$ cat config.mk
export PLATFORM = sky130hd
export DESIGN_NAME = decoder_top
export DESIGN_NICKNAME = d
export VERILOG_FILES = /design/src/common/decoder_pkg.sv /design/src/common/wb_if.sv /design/src/decoder/decoder_top.sv /design/src/decoder/derandomizer.sv /design/src/decoder/iq_output_select.sv /design/src/decoder/mark_space_decode.sv /design/src/decoder/biphase_to_nrz.sv /design/src/decoder/decoder_regs.sv
export VERILOG_INCLUDE_DIRS = /design/src /design/src/common
export SDC_FILE = /design/constraint.sdc
export NUM_CORES = 1
export LEC_CHECK = 0
export ABC_AREA = 1
export BUFFER_PORTS_ARGS = -buffer_cell sky130_fd_sc_hd__buf_2
export CAP_MARGIN = 20
export CORE_UTILIZATION = 30
export DETAILED_ROUTE_END_ITERATION = 6
export GPL_TIMING_DRIVEN = 0
export MAX_ROUTING_LAYER = met4
export PLACE_DENSITY = 0.49
export SLEW_MARGIN = 20
export SYNTH_ARGS = -nofsm -noshare
export SYNTH_HDL_FRONTEND = slang
export SYNTH_SLANG_ARGS = --single-unit
$ cat constraint.sdc
create_clock -name clk -period 3.7 [get_ports clk]
set_input_delay 0.37 -clock clk [delete_from_list [all_inputs] [get_ports clk]]
set_output_delay 0.37 -clock clk [all_outputs]
set_load 0.01 [all_outputs]
$ cat src/common/decoder_cfg.svh
// Build-time constants for the PCM symbol decoder
// Include wherever the bus width, register map or RNRZ taps are needed
`ifndef DECODER_CFG_SVH
`define DECODER_CFG_SVH

// Wishbone word address width
`define DEC_ADDR_W 4

// Register byte offsets
`define DEC_REG_CTRL  'h0
`define DEC_REG_COUNT 'h4

// RNRZ tap stage pairs, counted from 1
// Packed as {first stage, second stage}, 5 bits each
`define DEC_TAPS_RNRZ9  {5'd9, 5'd5}
`define DEC_TAPS_RNRZ11 {5'd11, 5'd9}
`define DEC_TAPS_RNRZ15 {5'd15, 5'd14}
`define DEC_TAPS_RNRZ17 {5'd17, 5'd14}
`define DEC_TAPS_RNRZ23 {5'd23, 5'd18}

`endif
$ cat src/common/decoder_pkg.sv
// Shared types for the PCM symbol decoder
// The control register layout is defined here once as decoder_cfg_t
package decoder_pkg;

  // Differential line codes on each lane
  typedef enum logic [1:0] {
    LC_NRZL = 2'd0,
    LC_NRZM = 2'd1,
    LC_NRZS = 2'd2
  } line_code_e;

  // Derandomizer polynomial selection
  typedef enum logic [2:0] {
    DR_OFF    = 3'd0,
    DR_RNRZ9  = 3'd1,
    DR_RNRZ11 = 3'd2,
    DR_RNRZ15 = 3'd3,
    DR_RNRZ17 = 3'd4,
    DR_RNRZ23 = 3'd5
  } derand_mode_e;

  // --------------------------------------------------
  // CTRL register fields, MSB first
  // --------------------------------------------------
  typedef struct packed {
    logic         biphase;    // bit 8
    logic         invert;     // bit 7
    logic         demux;      // bit 6
    logic         swap;       // bit 5
    derand_mode_e derand;     // bits 4:2
    line_code_e   line_code;  // bits 1:0
  } decoder_cfg_t;

endpackage

$ cat src/common/wb_if.sv
// Wishbone classic bus between the decoder top level and its register block
// The top level drives the master side, the register block the slave side
`include "decoder_cfg.svh"

interface wb_if;

  logic                   cyc;
  logic                   stb;
  logic                   we;
  logic [3:0]             sel;
  logic [`DEC_ADDR_W-1:0] adr;
  logic [31:0]            dat_w;
  logic [31:0]            dat_r;
  logic                   ack;

  modport master (
    output cyc, stb, we, sel, adr, dat_w,
    input  dat_r, ack
  );

  modport slave (
    input  cyc, stb, we, sel, adr, dat_w,
    output dat_r, ack
  );

endinterface

$ cat src/decoder/decoder_top.sv
// Top level of the PCM symbol decoder
// Host registers on plain Wishbone ports; hard I/Q symbols in, NRZ-L bits out
// with out_en_o marking each new output bit
`include "decoder_cfg.svh"

module decoder_top (
  input  logic                   clk,
  input  logic                   reset,
  input  logic                   wb_cyc_i,
  input  logic                   wb_stb_i,
  input  logic                   wb_we_i,
  input  logic [3:0]             wb_sel_i,
  input  logic [`DEC_ADDR_W-1:0] wb_adr_i,
  input  logic [31:0]            wb_dat_i,
  output logic [31:0]            wb_dat_o,
  output logic                   wb_ack_o,
  input  logic                   sym_en_i,
  input  logic                   sym2x_en_i,
  input  logic                   sym_i_i,
  input  logic                   sym_q_i,
  output logic                   dout_i_o,
  output logic                   dout_q_o,
  output logic                   out_en_o
);
  import decoder_pkg::*;

  decoder_cfg_t cfg;
  logic         flush;
  logic         nrz_i;
  logic         nrz_q;
  logic         bit_en;
  logic         dec_i;
  logic         dec_q;
  logic         sel_i;
  logic         sel_q;
  logic         sel_en;

  // --------------------------------------------------
  // Host bus, master side driven from the ports
  // --------------------------------------------------
  wb_if wb_bus ();

  assign wb_bus.cyc   = wb_cyc_i;
  assign wb_bus.stb   = wb_stb_i;
  assign wb_bus.we    = wb_we_i;
  assign wb_bus.sel   = wb_sel_i;
  assign wb_bus.adr   = wb_adr_i;
  assign wb_bus.dat_w = wb_dat_i;
  assign wb_dat_o     = wb_bus.dat_r;
  assign wb_ack_o     = wb_bus.ack;

  decoder_regs i_regs (
    .clk(clk), .reset(reset), .wb(wb_bus.slave),
    .out_en_i(out_en_o), .cfg_o(cfg), .flush_o(flush)
  );

  // --------------------------------------------------
  // Bit pipeline
  // --------------------------------------------------
  biphase_to_nrz i_biphase (
    .clk(clk), .reset(reset), .cfg_i(cfg), .flush_i(flush),
    .sym_en_i(sym_en_i), .sym_i_i(sym_i_i), .sym_q_i(sym_q_i),
    .nrz_i_o(nrz_i), .nrz_q_o(nrz_q), .bit_en_o(bit_en)
  );

  mark_space_decode i_msd_i (
    .clk(clk), .reset(reset), .cfg_i(cfg),
    .en_i(bit_en), .bit_i(nrz_i), .bit_o(dec_i)
  );

  mark_space_decode i_msd_q (
    .clk(clk), .reset(reset), .cfg_i(cfg),
    .en_i(bit_en), .bit_i(nrz_q), .bit_o(dec_q)
  );

  iq_output_select i_select (
    .clk(clk), .reset(reset), .cfg_i(cfg),
    .sym2x_en_i(sym2x_en_i), .sym_en_i(sym_en_i), .bit_en_i(bit_en),
    .dec_i_i(dec_i), .dec_q_i(dec_q),
    .sel_i_o(sel_i), .sel_q_o(sel_q), .sel_en_o(sel_en)
  );

  derandomizer i_derand (
    .clk(clk), .reset(reset), .cfg_i(cfg),
    .sel_i_i(sel_i), .sel_q_i(sel_q), .sel_en_i(sel_en),
    .dout_i_o(dout_i_o), .dout_q_o(dout_q_o), .out_en_o(out_en_o)
  );

endmodule

$ cat src/decoder/derandomizer.sv
// Self-synchronizing RNRZ derandomizer, last stage of the decoder
// The I lane feeds a 23-stage history; both outputs carry the descrambled bit.
// With derandomizing off the lanes are registered as they are
`include "decoder_cfg.svh"

module derandomizer (
  input  logic                      clk,
  input  logic                      reset,
  input  decoder_pkg::decoder_cfg_t cfg_i,
  input  logic                      sel_i_i,
  input  logic                      sel_q_i,
  input  logic                      sel_en_i,
  output logic                      dout_i_o,
  output logic                      dout_q_o,
  output logic                      out_en_o
);
  import decoder_pkg::*;

  logic [22:0] hist_q;
  logic [9:0]  taps;
  logic        tap_xor;
  logic        dout_i_q;
  logic        dout_q_q;
  logic        out_en_q;

  // --------------------------------------------------
  // Tap selection
  // --------------------------------------------------
  always_comb begin
    case (cfg_i.derand)
      DR_RNRZ9:  taps = `DEC_TAPS_RNRZ9;
      DR_RNRZ11: taps = `DEC_TAPS_RNRZ11;
      DR_RNRZ17: taps = `DEC_TAPS_RNRZ17;
      DR_RNRZ23: taps = `DEC_TAPS_RNRZ23;
      default:   taps = `DEC_TAPS_RNRZ15;
    endcase
  end

  // Stage n sits at hist_q[n-1]
  assign tap_xor = hist_q[taps[9:5] - 5'd1] ^ hist_q[taps[4:0] - 5'd1];

  always_ff @(posedge clk or posedge reset) begin
    if (reset) begin
      hist_q   <= '0;
      out_en_q <= 1'b0;
      dout_i_q <= 1'b0;
      dout_q_q <= 1'b0;
    end else begin
      out_en_q <= sel_en_i;
      if (sel_en_i) begin
        if (cfg_i.derand != DR_OFF) begin
          hist_q   <= {hist_q[21:0], sel_i_i};
          dout_i_q <= sel_i_i ^ tap_xor;
          dout_q_q <= sel_i_i ^ tap_xor;
        end else begin
          // Same register delay as the derandomized path
          dout_i_q <= sel_i_i;
          dout_q_q <= sel_q_i;
        end
      end
    end
  end

  assign dout_i_o = dout_i_q;
  assign dout_q_o = dout_q_q;
  assign out_en_o = out_en_q;

endmodule

$ cat src/decoder/iq_output_select.sv
// Output lane selection for the decoder
// QPSK demux serializes I and Q at the double rate; otherwise the pair is
// passed at the bit rate. Swap and inversion apply in both cases
module iq_output_select (
  input  logic                      clk,
  input  logic                      reset,
  input  decoder_pkg::decoder_cfg_t cfg_i,
  input  logic                      sym2x_en_i,
  input  logic                      sym_en_i,
  input  logic                      bit_en_i,
  input  logic                      dec_i_i,
  input  logic                      dec_q_i,
  output logic                      sel_i_o,
  output logic                      sel_q_o,
  output logic                      sel_en_o
);

  logic sel_i_q;
  logic sel_q_q;
  logic sel_en_q;
  logic phase_q;
  logic hold_q;
  logic second;
  logic first_bit;
  logic other_bit;
  logic adv;

  // Lane order after swap
  assign first_bit = cfg_i.swap ? dec_q_i : dec_i_i;
  assign other_bit = cfg_i.swap ? dec_i_i : dec_q_i;

  // A symbol strobe always starts a new pair
  assign second = sym_en_i ? 1'b0 : phase_q;
  assign adv    = cfg_i.demux ? sym2x_en_i : bit_en_i;

  always_ff @(posedge clk or posedge reset) begin
    if (reset) begin
      phase_q  <= 1'b0;
      sel_en_q <= 1'b0;
      hold_q   <= 1'b0;
      sel_i_q  <= 1'b0;
      sel_q_q  <= 1'b0;
    end else begin
      sel_en_q <= adv;
      if (sym2x_en_i) begin
        phase_q <= ~second;
      end
      if (adv) begin
        if (cfg_i.demux) begin
          // --------------------------------------------------
          // Serial stream, same bit on both lanes
          // --------------------------------------------------
          if (second) begin
            sel_i_q <= hold_q ^ cfg_i.invert;
            sel_q_q <= hold_q ^ cfg_i.invert;
          end else begin
            // Keep the partner lane so both halves come from one symbol
            hold_q  <= other_bit;
            sel_i_q <= first_bit ^ cfg_i.invert;
            sel_q_q <= first_bit ^ cfg_i.invert;
          end
        end else begin
          sel_i_q <= first_bit ^ cfg_i.invert;
          sel_q_q <= other_bit ^ cfg_i.invert;
        end
      end
    end
  end

  assign sel_i_o  = sel_i_q;
  assign sel_q_o  = sel_q_q;
  assign sel_en_o = sel_en_q;

endmodule

$ cat src/decoder/mark_space_decode.sv
// Differential decoder for one lane; NRZ-M and NRZ-S back to NRZ-L
// Instantiated once per lane, advancing on the NRZ bit strobe
module mark_space_decode (
  input  logic                      clk,
  input  logic                      reset,
  input  decoder_pkg::decoder_cfg_t cfg_i,
  input  logic                      en_i,
  input  logic                      bit_i,
  output logic                      bit_o
);
  import decoder_pkg::*;

  logic prev_q;
  logic bit_q;

  always_ff @(posedge clk or posedge reset) begin
    if (reset) begin
      prev_q <= 1'b0;
      bit_q  <= 1'b0;
    end else if (en_i) begin
      prev_q <= bit_i;
      case (cfg_i.line_code)
        // A transition marks a one
        LC_NRZM: bit_q <= bit_i ^ prev_q;
        // No transition marks a one
        LC_NRZS: bit_q <= ~(bit_i ^ prev_q);
        default: bit_q <= bit_i;
      endcase
    end
  end

  assign bit_o = bit_q;

endmodule

$ cat src/decoder/biphase_to_nrz.sv
// First decoder stage; turns biphase-L half-symbols into NRZ bits
// In biphase mode the first half of each bit is kept on I and Q is sampled
// at the same boundary. Otherwise both lanes are registered on every strobe
module biphase_to_nrz (
  input  logic                      clk,
  input  logic                      reset,
  input  decoder_pkg::decoder_cfg_t cfg_i,
  input  logic                      flush_i,
  input  logic                      sym_en_i,
  input  logic                      sym_i_i,
  input  logic                      sym_q_i,
  output logic                      nrz_i_o,
  output logic                      nrz_q_o,
  output logic                      bit_en_o
);

  logic nrz_i_q;
  logic nrz_q_q;
  logic bit_en_q;
  // High while waiting for the second half of a biphase bit
  logic half_q;
  logic take;

  // First half-symbol of a bit, or every strobe outside biphase mode
  assign take = sym_en_i & (~cfg_i.biphase | ~half_q);

  always_ff @(posedge clk or posedge reset) begin
    if (reset) begin
      half_q   <= 1'b0;
      bit_en_q <= 1'b0;
      nrz_i_q  <= 1'b0;
      nrz_q_q  <= 1'b0;
    end else begin
      bit_en_q <= take;
      if (flush_i) begin
        half_q <= 1'b0;
      end else if (sym_en_i & cfg_i.biphase) begin
        half_q <= ~half_q;
      end
      if (take) begin
        nrz_i_q <= sym_i_i;
        nrz_q_q <= sym_q_i;
      end
    end
  end

  assign nrz_i_o  = nrz_i_q;
  assign nrz_q_o  = nrz_q_q;
  assign bit_en_o = bit_en_q;

endmodule

$ cat src/decoder/decoder_regs.sv
// Wishbone classic slave for the decoder control register and bit counter
// Ack follows a request by one clock; writing CTRL clears the counter
// and pulses flush to the datapath
`include "decoder_cfg.svh"

module decoder_regs (
  input  logic                      clk,
  input  logic                      reset,
  wb_if.slave                       wb,
  input  logic                      out_en_i,
  output decoder_pkg::decoder_cfg_t cfg_o,
  output logic                      flush_o
);
  import decoder_pkg::*;

  localparam logic [`DEC_ADDR_W+1:0] ctrl_ofs  = `DEC_REG_CTRL;
  localparam logic [`DEC_ADDR_W+1:0] count_ofs = `DEC_REG_COUNT;

  logic [8:0]             ctrl_q;
  logic [31:0]            count_q;
  logic [31:0]            dat_r_q;
  logic                   ack_q;
  logic                   flush_q;
  logic                   take;
  logic                   wr_ctrl;
  logic                   hit_ctrl;
  logic                   hit_count;
  logic [`DEC_ADDR_W+1:0] byte_adr;

  // --------------------------------------------------
  // Request decode
  // --------------------------------------------------
  // One ack per request, even if stb stays up during the ack cycle
  assign take      = wb.cyc & wb.stb & ~ack_q;
  assign byte_adr  = {wb.adr, 2'b00};
  assign hit_ctrl  = (byte_adr == ctrl_ofs);
  assign hit_count = (byte_adr == count_ofs);
  assign wr_ctrl   = take & wb.we & hit_ctrl;

  always_ff @(posedge clk or posedge reset) begin
    if (reset) begin
      ack_q   <= 1'b0;
      flush_q <= 1'b0;
      ctrl_q  <= '0;
      count_q <= '0;
    end else begin
      ack_q   <= take;
      flush_q <= wr_ctrl;
      if (wr_ctrl) begin
        // Byte lanes 0 and 1 hold the nine control bits
        if (wb.sel[0]) begin
          ctrl_q[7:0] <= wb.dat_w[7:0];
        end
        if (wb.sel[1]) begin
          ctrl_q[8] <= wb.dat_w[8];
        end
        count_q <= '0;
      end else if (out_en_i) begin
        count_q <= count_q + 32'd1;
      end
    end
  end

  // Read data, valid with ack
  always_ff @(posedge clk) begin
    if (take & ~wb.we) begin
      if (hit_ctrl) begin
        dat_r_q <= {23'd0, ctrl_q};
      end else if (hit_count) begin
        dat_r_q <= count_q;
      end else begin
        dat_r_q <= '0;
      end
    end
  end

  assign wb.ack   = ack_q;
  assign wb.dat_r = dat_r_q;
  assign cfg_o    = decoder_cfg_t'(ctrl_q);
  assign flush_o  = flush_q;

endmodule

# == Word level (Yosys, flattened, before mapping) ==
# Index checks and enable logic that the tools add are counted.
# totals
input_bits,49
ff_bits,114
wordCells,90
# classes
magnitude_cmp,2
n_mux,22
eq_ne,7
reduce_logical,9
n_addsub,3
bitwise,23
# ops
operator,n
$mux W32,2
$pmux W10 S4,1
$add A32 B1 Y32 const B,1
$mux W9,2
$mux W1,13
$lt A5 B6 Y1 const B,2
$bmux W1 S5,2
$sub A5 B1 Y5 const B,2
$not A1 Y1,8
$and A1 B1 Y1,7
$xor A1 B1 Y1,7
$eq A3 B3 Y1 const B,2
$logic_not A6 Y1,1
$reduce_and A2 Y1,3
$eq A4 B1 Y1 const B,1
$pmux W1 S2,2
$reduce_bool A2 Y1,2
$eq A3 B1 Y1 const B,1
$eq A3 B2 Y1 const B,1
$reduce_and A3 Y1,1
$reduce_bool A3 Y1,1
$eq A2 B1 Y1 const B,1
$eq A2 B2 Y1 const B,1
$reduce_or A2 Y1,1
$or A1 B1 Y1,1

# == Logic depth before layout (Yosys ltp) ==
# depth
ltp_word,8
ltp_mapped,12
depth_no_buf,12

# == By module ==
# Synthesis repeated with hierarchy kept, for this count alone.
# hier_totals
hier_cells,667
hier_area_um2,5660.4
# by_module_without_submodules
mod,area_each_um2,seq_area_each_um2,instances,cells_per_inst
decoder_regs,3662.3,2037.0,1,404
derandomizer,1183.6,650.6,1,142
iq_output_select,329.1,125.1,1,52
mark_space_decode,156.4,50.0,2,24
biphase_to_nrz,172.7,100.1,1,21

# == Least setup slack after synthesis ==
# Ideal clock, no wire load.
# synth_timing
path_type,reg2reg
startpoint,"register i_regs.ack_q, in the netlist i_regs.wb.ack"
endpoint,"register i_regs.dat_r_q[0], in the netlist i_regs.wb.dat_r[0], enable pin"
synth_period_minus_slack_ns,2.348
path_slack_ns,1.352
arrival_ns,1.927
stages_incl_launch_ff,4
required_ns,3.279
cell_sequence,dfrtp_1 > nor2_1 > nand2_1 > nor2_1
# synth_via
elab_chain_len,3
# synth_rtl
element,line_no,rtl
start: declaration,decoder_regs.sv:22,logic ack_q;
start signal: assignment,decoder_regs.sv:47,ack_q <= take;
$not A1 Y1,decoder_regs.sv:34,assign take = wb.cyc & wb.stb & ~ack_q;
$and A1 B1 Y1,decoder_regs.sv:34,
$and A1 B1 Y1,decoder_regs.sv:66,if (take & ~wb.we) begin
end signal: assignment,decoder_regs.sv:68,"dat_r_q <= {23'd0, ctrl_q};"
end signal: assignment,decoder_regs.sv:70,dat_r_q <= count_q;
end: declaration,decoder_regs.sv:21,logic [31:0] dat_r_q;
# No other way between the ends.
# A chain may end at the register's enable or synchronous reset.

# == Final worst setup path ==
# layout_timing
startpoint,"register i_regs.ack_q, in the netlist i_regs.wb.ack"
endpoint,"register i_regs.ctrl_q[7], in the netlist i_regs.cfg_o[7]"
# layout_via
elab_chain_len,5
# layout_rtl
element,line_no,rtl
$not A1 Y1,decoder_regs.sv:34,
$and A1 B1 Y1,decoder_regs.sv:34,
named net i_regs.take,decoder_regs.sv:24,logic take;
$and A1 B1 Y1 (2 in a row),decoder_regs.sv:38,assign wr_ctrl = take & wb.we & hit_ctrl;
$reduce_and A2 Y1 (no line),n/a,
end signal: assignment,decoder_regs.sv:52,ctrl_q[7:0] <= wb.dat_w[7:0];
end: declaration,decoder_regs.sv:19,logic [8:0] ctrl_q;
# The timed path passes the listed nets, and every way through them passes these cells.

==> tab_implementation.tex <==
\begin{tabular}{lr}
\hline
Metric & Value \\
\hline
\multicolumn{2}{l}{\textbf{Finish}} \\
Relative area change from synthesis to final layout & 23.7\% \\
Fillers & 1,800 \\
Final instance count without filler cells & 916 \\
Share of cells above drive strength 1 & 0.168 \\
Most used cells in the layout excluding fill and tap cells & 100 x sky130\_fd\_sc\_hd\_\_nand2\_1, 90 x sky130\_fd\_sc\_hd\_\_nor2\_1, 82 x sky130\_fd\_sc\_hd\_\_dfrtp\_1 \\
Final antenna diode count & 0 \\
Flip-flop and latch area & 3010 µm² \\
Most frequent standard cell in the layout excluding fill and tap cells & sky130\_fd\_sc\_hd\_\_nand2\_1 \\
Fin area & roughly 6500 µm² \\
Multi-input combinational cell area & 1870 µm² \\
Post-layout utilization of the core & 0.378 \\
Number of nets in the final layout & 730 \\
\multicolumn{2}{l}{\textbf{Clocking}} \\
TritonCTS clock tree & built \\
Count of cells resized by post-cts repair & 0 \\
Setup bufs post-CTS & 0 \\
Later-pin clock latency in the skew report & 420 ps \\
Num Clock Sinks & 114 \\
CTS clock-pin slew for the worst setup and hold paths & around 50 ps \\
Buffer type at the clock tree root & sky130\_fd\_sc\_hd\_\_clkbuf\_16 \\
Number of CTS-inserted buffers & 17 \\
Number of buffers on the longest clock path & 2 \\
H-tree levels & 4 \\
\multicolumn{2}{l}{\textbf{Routing}} \\
DRC Markers & 0 \\
Post-Route WL & 12,900 µm \\
Number of search-and-repair iterations in the first detailed-routing pass & 5 \\
Post-DR wirelength/cell & 14.1 µm \\
Iteration-0 DRC count of the detailed router & 219 \\
Antenna Violating Nets Remaining & 0 \\
Detailed-route via count & 4,228 \\
Via density & 4.62 \\
\multicolumn{2}{l}{\textbf{STA}} \\
Final Max Tran Viols & 0 \\
Final sum of negative setup slack & 0 ps \\
Max-slew headroom & 0.601 \\
Minimum clock period & 1880 ps \\
Unrepaired setup endpoints after global routing & no \\
Hold violation count in the final report & 0 \\
Worst hold slack & approximately 170 ps \\
Highest attainable clock frequency & $\sim$530 MHz \\
Transition time of the tightest slew-check pin & 599 ps \\
Count of final setup violators & 0 \\
Share of the clock period used by the worst path & 0.507 \\
Worst Skew & 14.9 ps \\
\multicolumn{2}{l}{\textbf{Flow run}} \\
Max-Cap Viols & 0 \\
\multicolumn{2}{l}{\textbf{GRT}} \\
Total overflow reported by the global router & 0 \\
Global-route wire length before repair & 21,000 µm \\
Initial antenna violation count & 0 \\
Maximum number of pins on one net before global-route repair & between 50 and 60 \\
Overall routing resource usage & 0.158 \\
Vias in the first global route & 4,088 \\
\multicolumn{2}{l}{\textbf{Setup path}} \\
Arr. time, crit path & roughly 2200 ps \\
Required time of the critical path & $\sim$4000 ps \\
Kind of critical path & reg2reg \\
Critical R2R Capture & i\_regs.cfg\_o[7] \\
Element type at the critical path end & flop \\
Crit path launch type & flop \\
Worst-case reg-to-reg path depth & 9 \\
Critical Path End & i\_regs.cfg\_o[7] \\
R2r setup slk & 1820 ps \\
Critical-path maximum fanout & 10 \\
Reg-to-reg startpoint & i\_regs.wb.ack \\
Worst setup path start & i\_regs.wb.ack \\
\multicolumn{2}{l}{\textbf{Floorplanning}} \\
Ports placed on the boundary & 85 \\
Number of core rows & 48 \\
Overall die area & 18,000 µm² \\
Core Region & 17,200 µm² \\
Die outline height & approximately 130 µm \\
DIE WIDTH & around 130 µm \\
Initial standard-cell utilization of the core & 0.306 \\
\multicolumn{2}{l}{\textbf{Power and ir drop}} \\
Worst-case vdd ir drop & about 0.00033 V \\
Leakage power total & 2.91 nW \\
Switching Fraction & 0.277 \\
Relative contribution of the clock network to total power & 0.432 \\
Sequential fraction of design power & 0.427 \\
Pint & roughly 0.0027 W \\
Net switching component of the power & between 0.001 and 0.0015 W \\
Power per cell area & 581 nW/µm² \\
Relative contribution of combinational cells to total power & 0.141 \\
\multicolumn{2}{l}{\textbf{Status}} \\
Run status & finished clean \\
\multicolumn{2}{l}{\textbf{Placed design}} \\
Area after DPL & 5890 µm² \\
Cell Count Post-Placement & 883 \\
Post-detailed-placement half-perimeter wirelength & 9270 µm \\
Port Buffers & 59 \\
RePlAce Congestion & 0.843 \\
\multicolumn{2}{l}{\textbf{Synthesis}} \\
Net count after synthesis & 649 \\
Gate count of the mapped netlist & a little under 600 \\
Syn. warnings & 0 \\
Cell variety after synth & 34 \\
Share of the synthesized area in the top cell type & 0.391 \\
Sequential area share after synthesis & 0.574 \\
Yosys reg bits & 114 \\
Mean Syn Cell Area & between 8 and 9 µm² \\
Most area-consuming cells after synthesis & sky130\_fd\_sc\_hd\_\_dfrtp\_1 39\%, sky130\_fd\_sc\_hd\_\_edfxtp\_1 18\%, sky130\_fd\_sc\_hd\_\_nand2\_1 7.1\% \\
Top cell type by total area after synthesis & sky130\_fd\_sc\_hd\_\_dfrtp\_1 \\
Area of the mapped netlist & 5250 µm² \\
\multicolumn{2}{l}{\textbf{Worst hold path}} \\
Class of the most critical hold timing path & in2reg \\
WHS Path Cells & 3 \\
\hline
\end{tabular}
[how the worst min path moves through the flow]
stage | start | endpoint
6_report | sym_i_i | i_biphase.nrz_i_o
5_1_grt | sym_i_i | i_biphase.nrz_i_o
4_1_cts | sym_i_i | i_biphase.nrz_i_o
3_5_place_dp | i_regs.flush_o | i_biphase.half_q
3_3_place_gp | i_regs.flush_o | i_biphase.half_q
2_1_floorplan | i_regs.flush_o | i_biphase.half_q
[power groups by stage]
stage	Combinational, W	Sequential [W]	Clock, W
2_1_floorplan	0.000385	0.00161	0
3_3_place_gp	0.000518	0.00163	0
3_5_place_dp	0.000535	0.00163	0
4_1_cts	0.000538	0.00161	0.00166
5_1_grt	0.000617	0.00164	0.00172
6_report	0.000530	0.00161	0.00163
[synthesized netlist by cell type, drive strengths merged]
cell	count
a31oi	3
a21oi	45
nor3b	3
edfxtp	32
nand4	12
xnor2	3
nand2	103
nor3	19
a211oi	1
buf	6
nor4	4
inv	84
dfrtp	82
xor2	4
clkbuf	8
o21ai	48
nor2	96
or2	1
ha	3
o22ai	9
mux2	1
o211a	1
nand3	29
[cell families (layout without fill, tap and decap cells)]
| group | Yosys count | count (layout) | share of synthesized area |
|---|---|---|---|
| AOI/OAI and AO/OA | 107 | 107 | 0.106 |
| buffers and inverters | 98 | 192 | 0.0715 |
| DFF | 114 | 114 | 0.574 |
| xor gates and xnor gates | 7 | 7 | 0.0117 |
| and+or+nand+nor | 267 | 267 | 0.228 |
| muxes | 1 | 1 | 0.00214 |
| adders and majority gates | 3 | 3 | 0.00715 |
[state kept, by name (all words and copies together) (netlist names), 9 cells and up]
name	flops
i_regs.wb.dat_r	32
i_derand.hist_q	23
i_regs.cfg_o	9
i_regs.count_q	32
[what timing repair did]
| action | in CTS | in global routing |
|---|---|---|
| endpoints found under the hold margin | 32 | 0 |
| setup endpoints to repair | 0 | 0 |
| hold buffers | 1 | 0 |
[stage by stage]
stage / power (W) / setup slack (ps)
after floorplan: 0.00200 / 1220
after global placement: 0.00215 / 62.5
after detailed placement: 0.00217 / 1610
after CTS: 0.00381 / 1770
after global routing: 0.00397 / 1620
final: 0.00377 / 1820
[cell type report]
class	instances	share of cell area
Clock buffer	22	0.0748
Timing Repair Buffer	62	0.0555
Inverter	84	0.0489
Clock inverter	10	0.0162
Tap cell	225	0.0434
Sequential cell	114	0.464
Buffer	14	0.00925
Multi-Input combinational cell	385	0.288
[critical path, cell delays in order (launching register included)]
cell and delay [ps]:
sky130_fd_sc_hd__dfrtp_1 380, sky130_fd_sc_hd__nor2_1 100, sky130_fd_sc_hd__nand2_1 100, sky130_fd_sc_hd__inv_1 80
sky130_fd_sc_hd__nand4_1 240, sky130_fd_sc_hd__inv_2 250, sky130_fd_sc_hd__nand2_1 180, sky130_fd_sc_hd__buf_2 240
sky130_fd_sc_hd__nor2_1 140, sky130_fd_sc_hd__a21oi_1 50
[layer usage]
layer / part of all wire / track usage / vias up
li1: - / - / 2122
met1: 0.49 / 0.205 / 2019
met2: 0.46 / 0.240 / 72
met3: 0.036 / 0.0378 / 15
met4: 0.014 / 0.0605 / 0
met5: 0 / - / -
(Power assumes the default switching activity.)
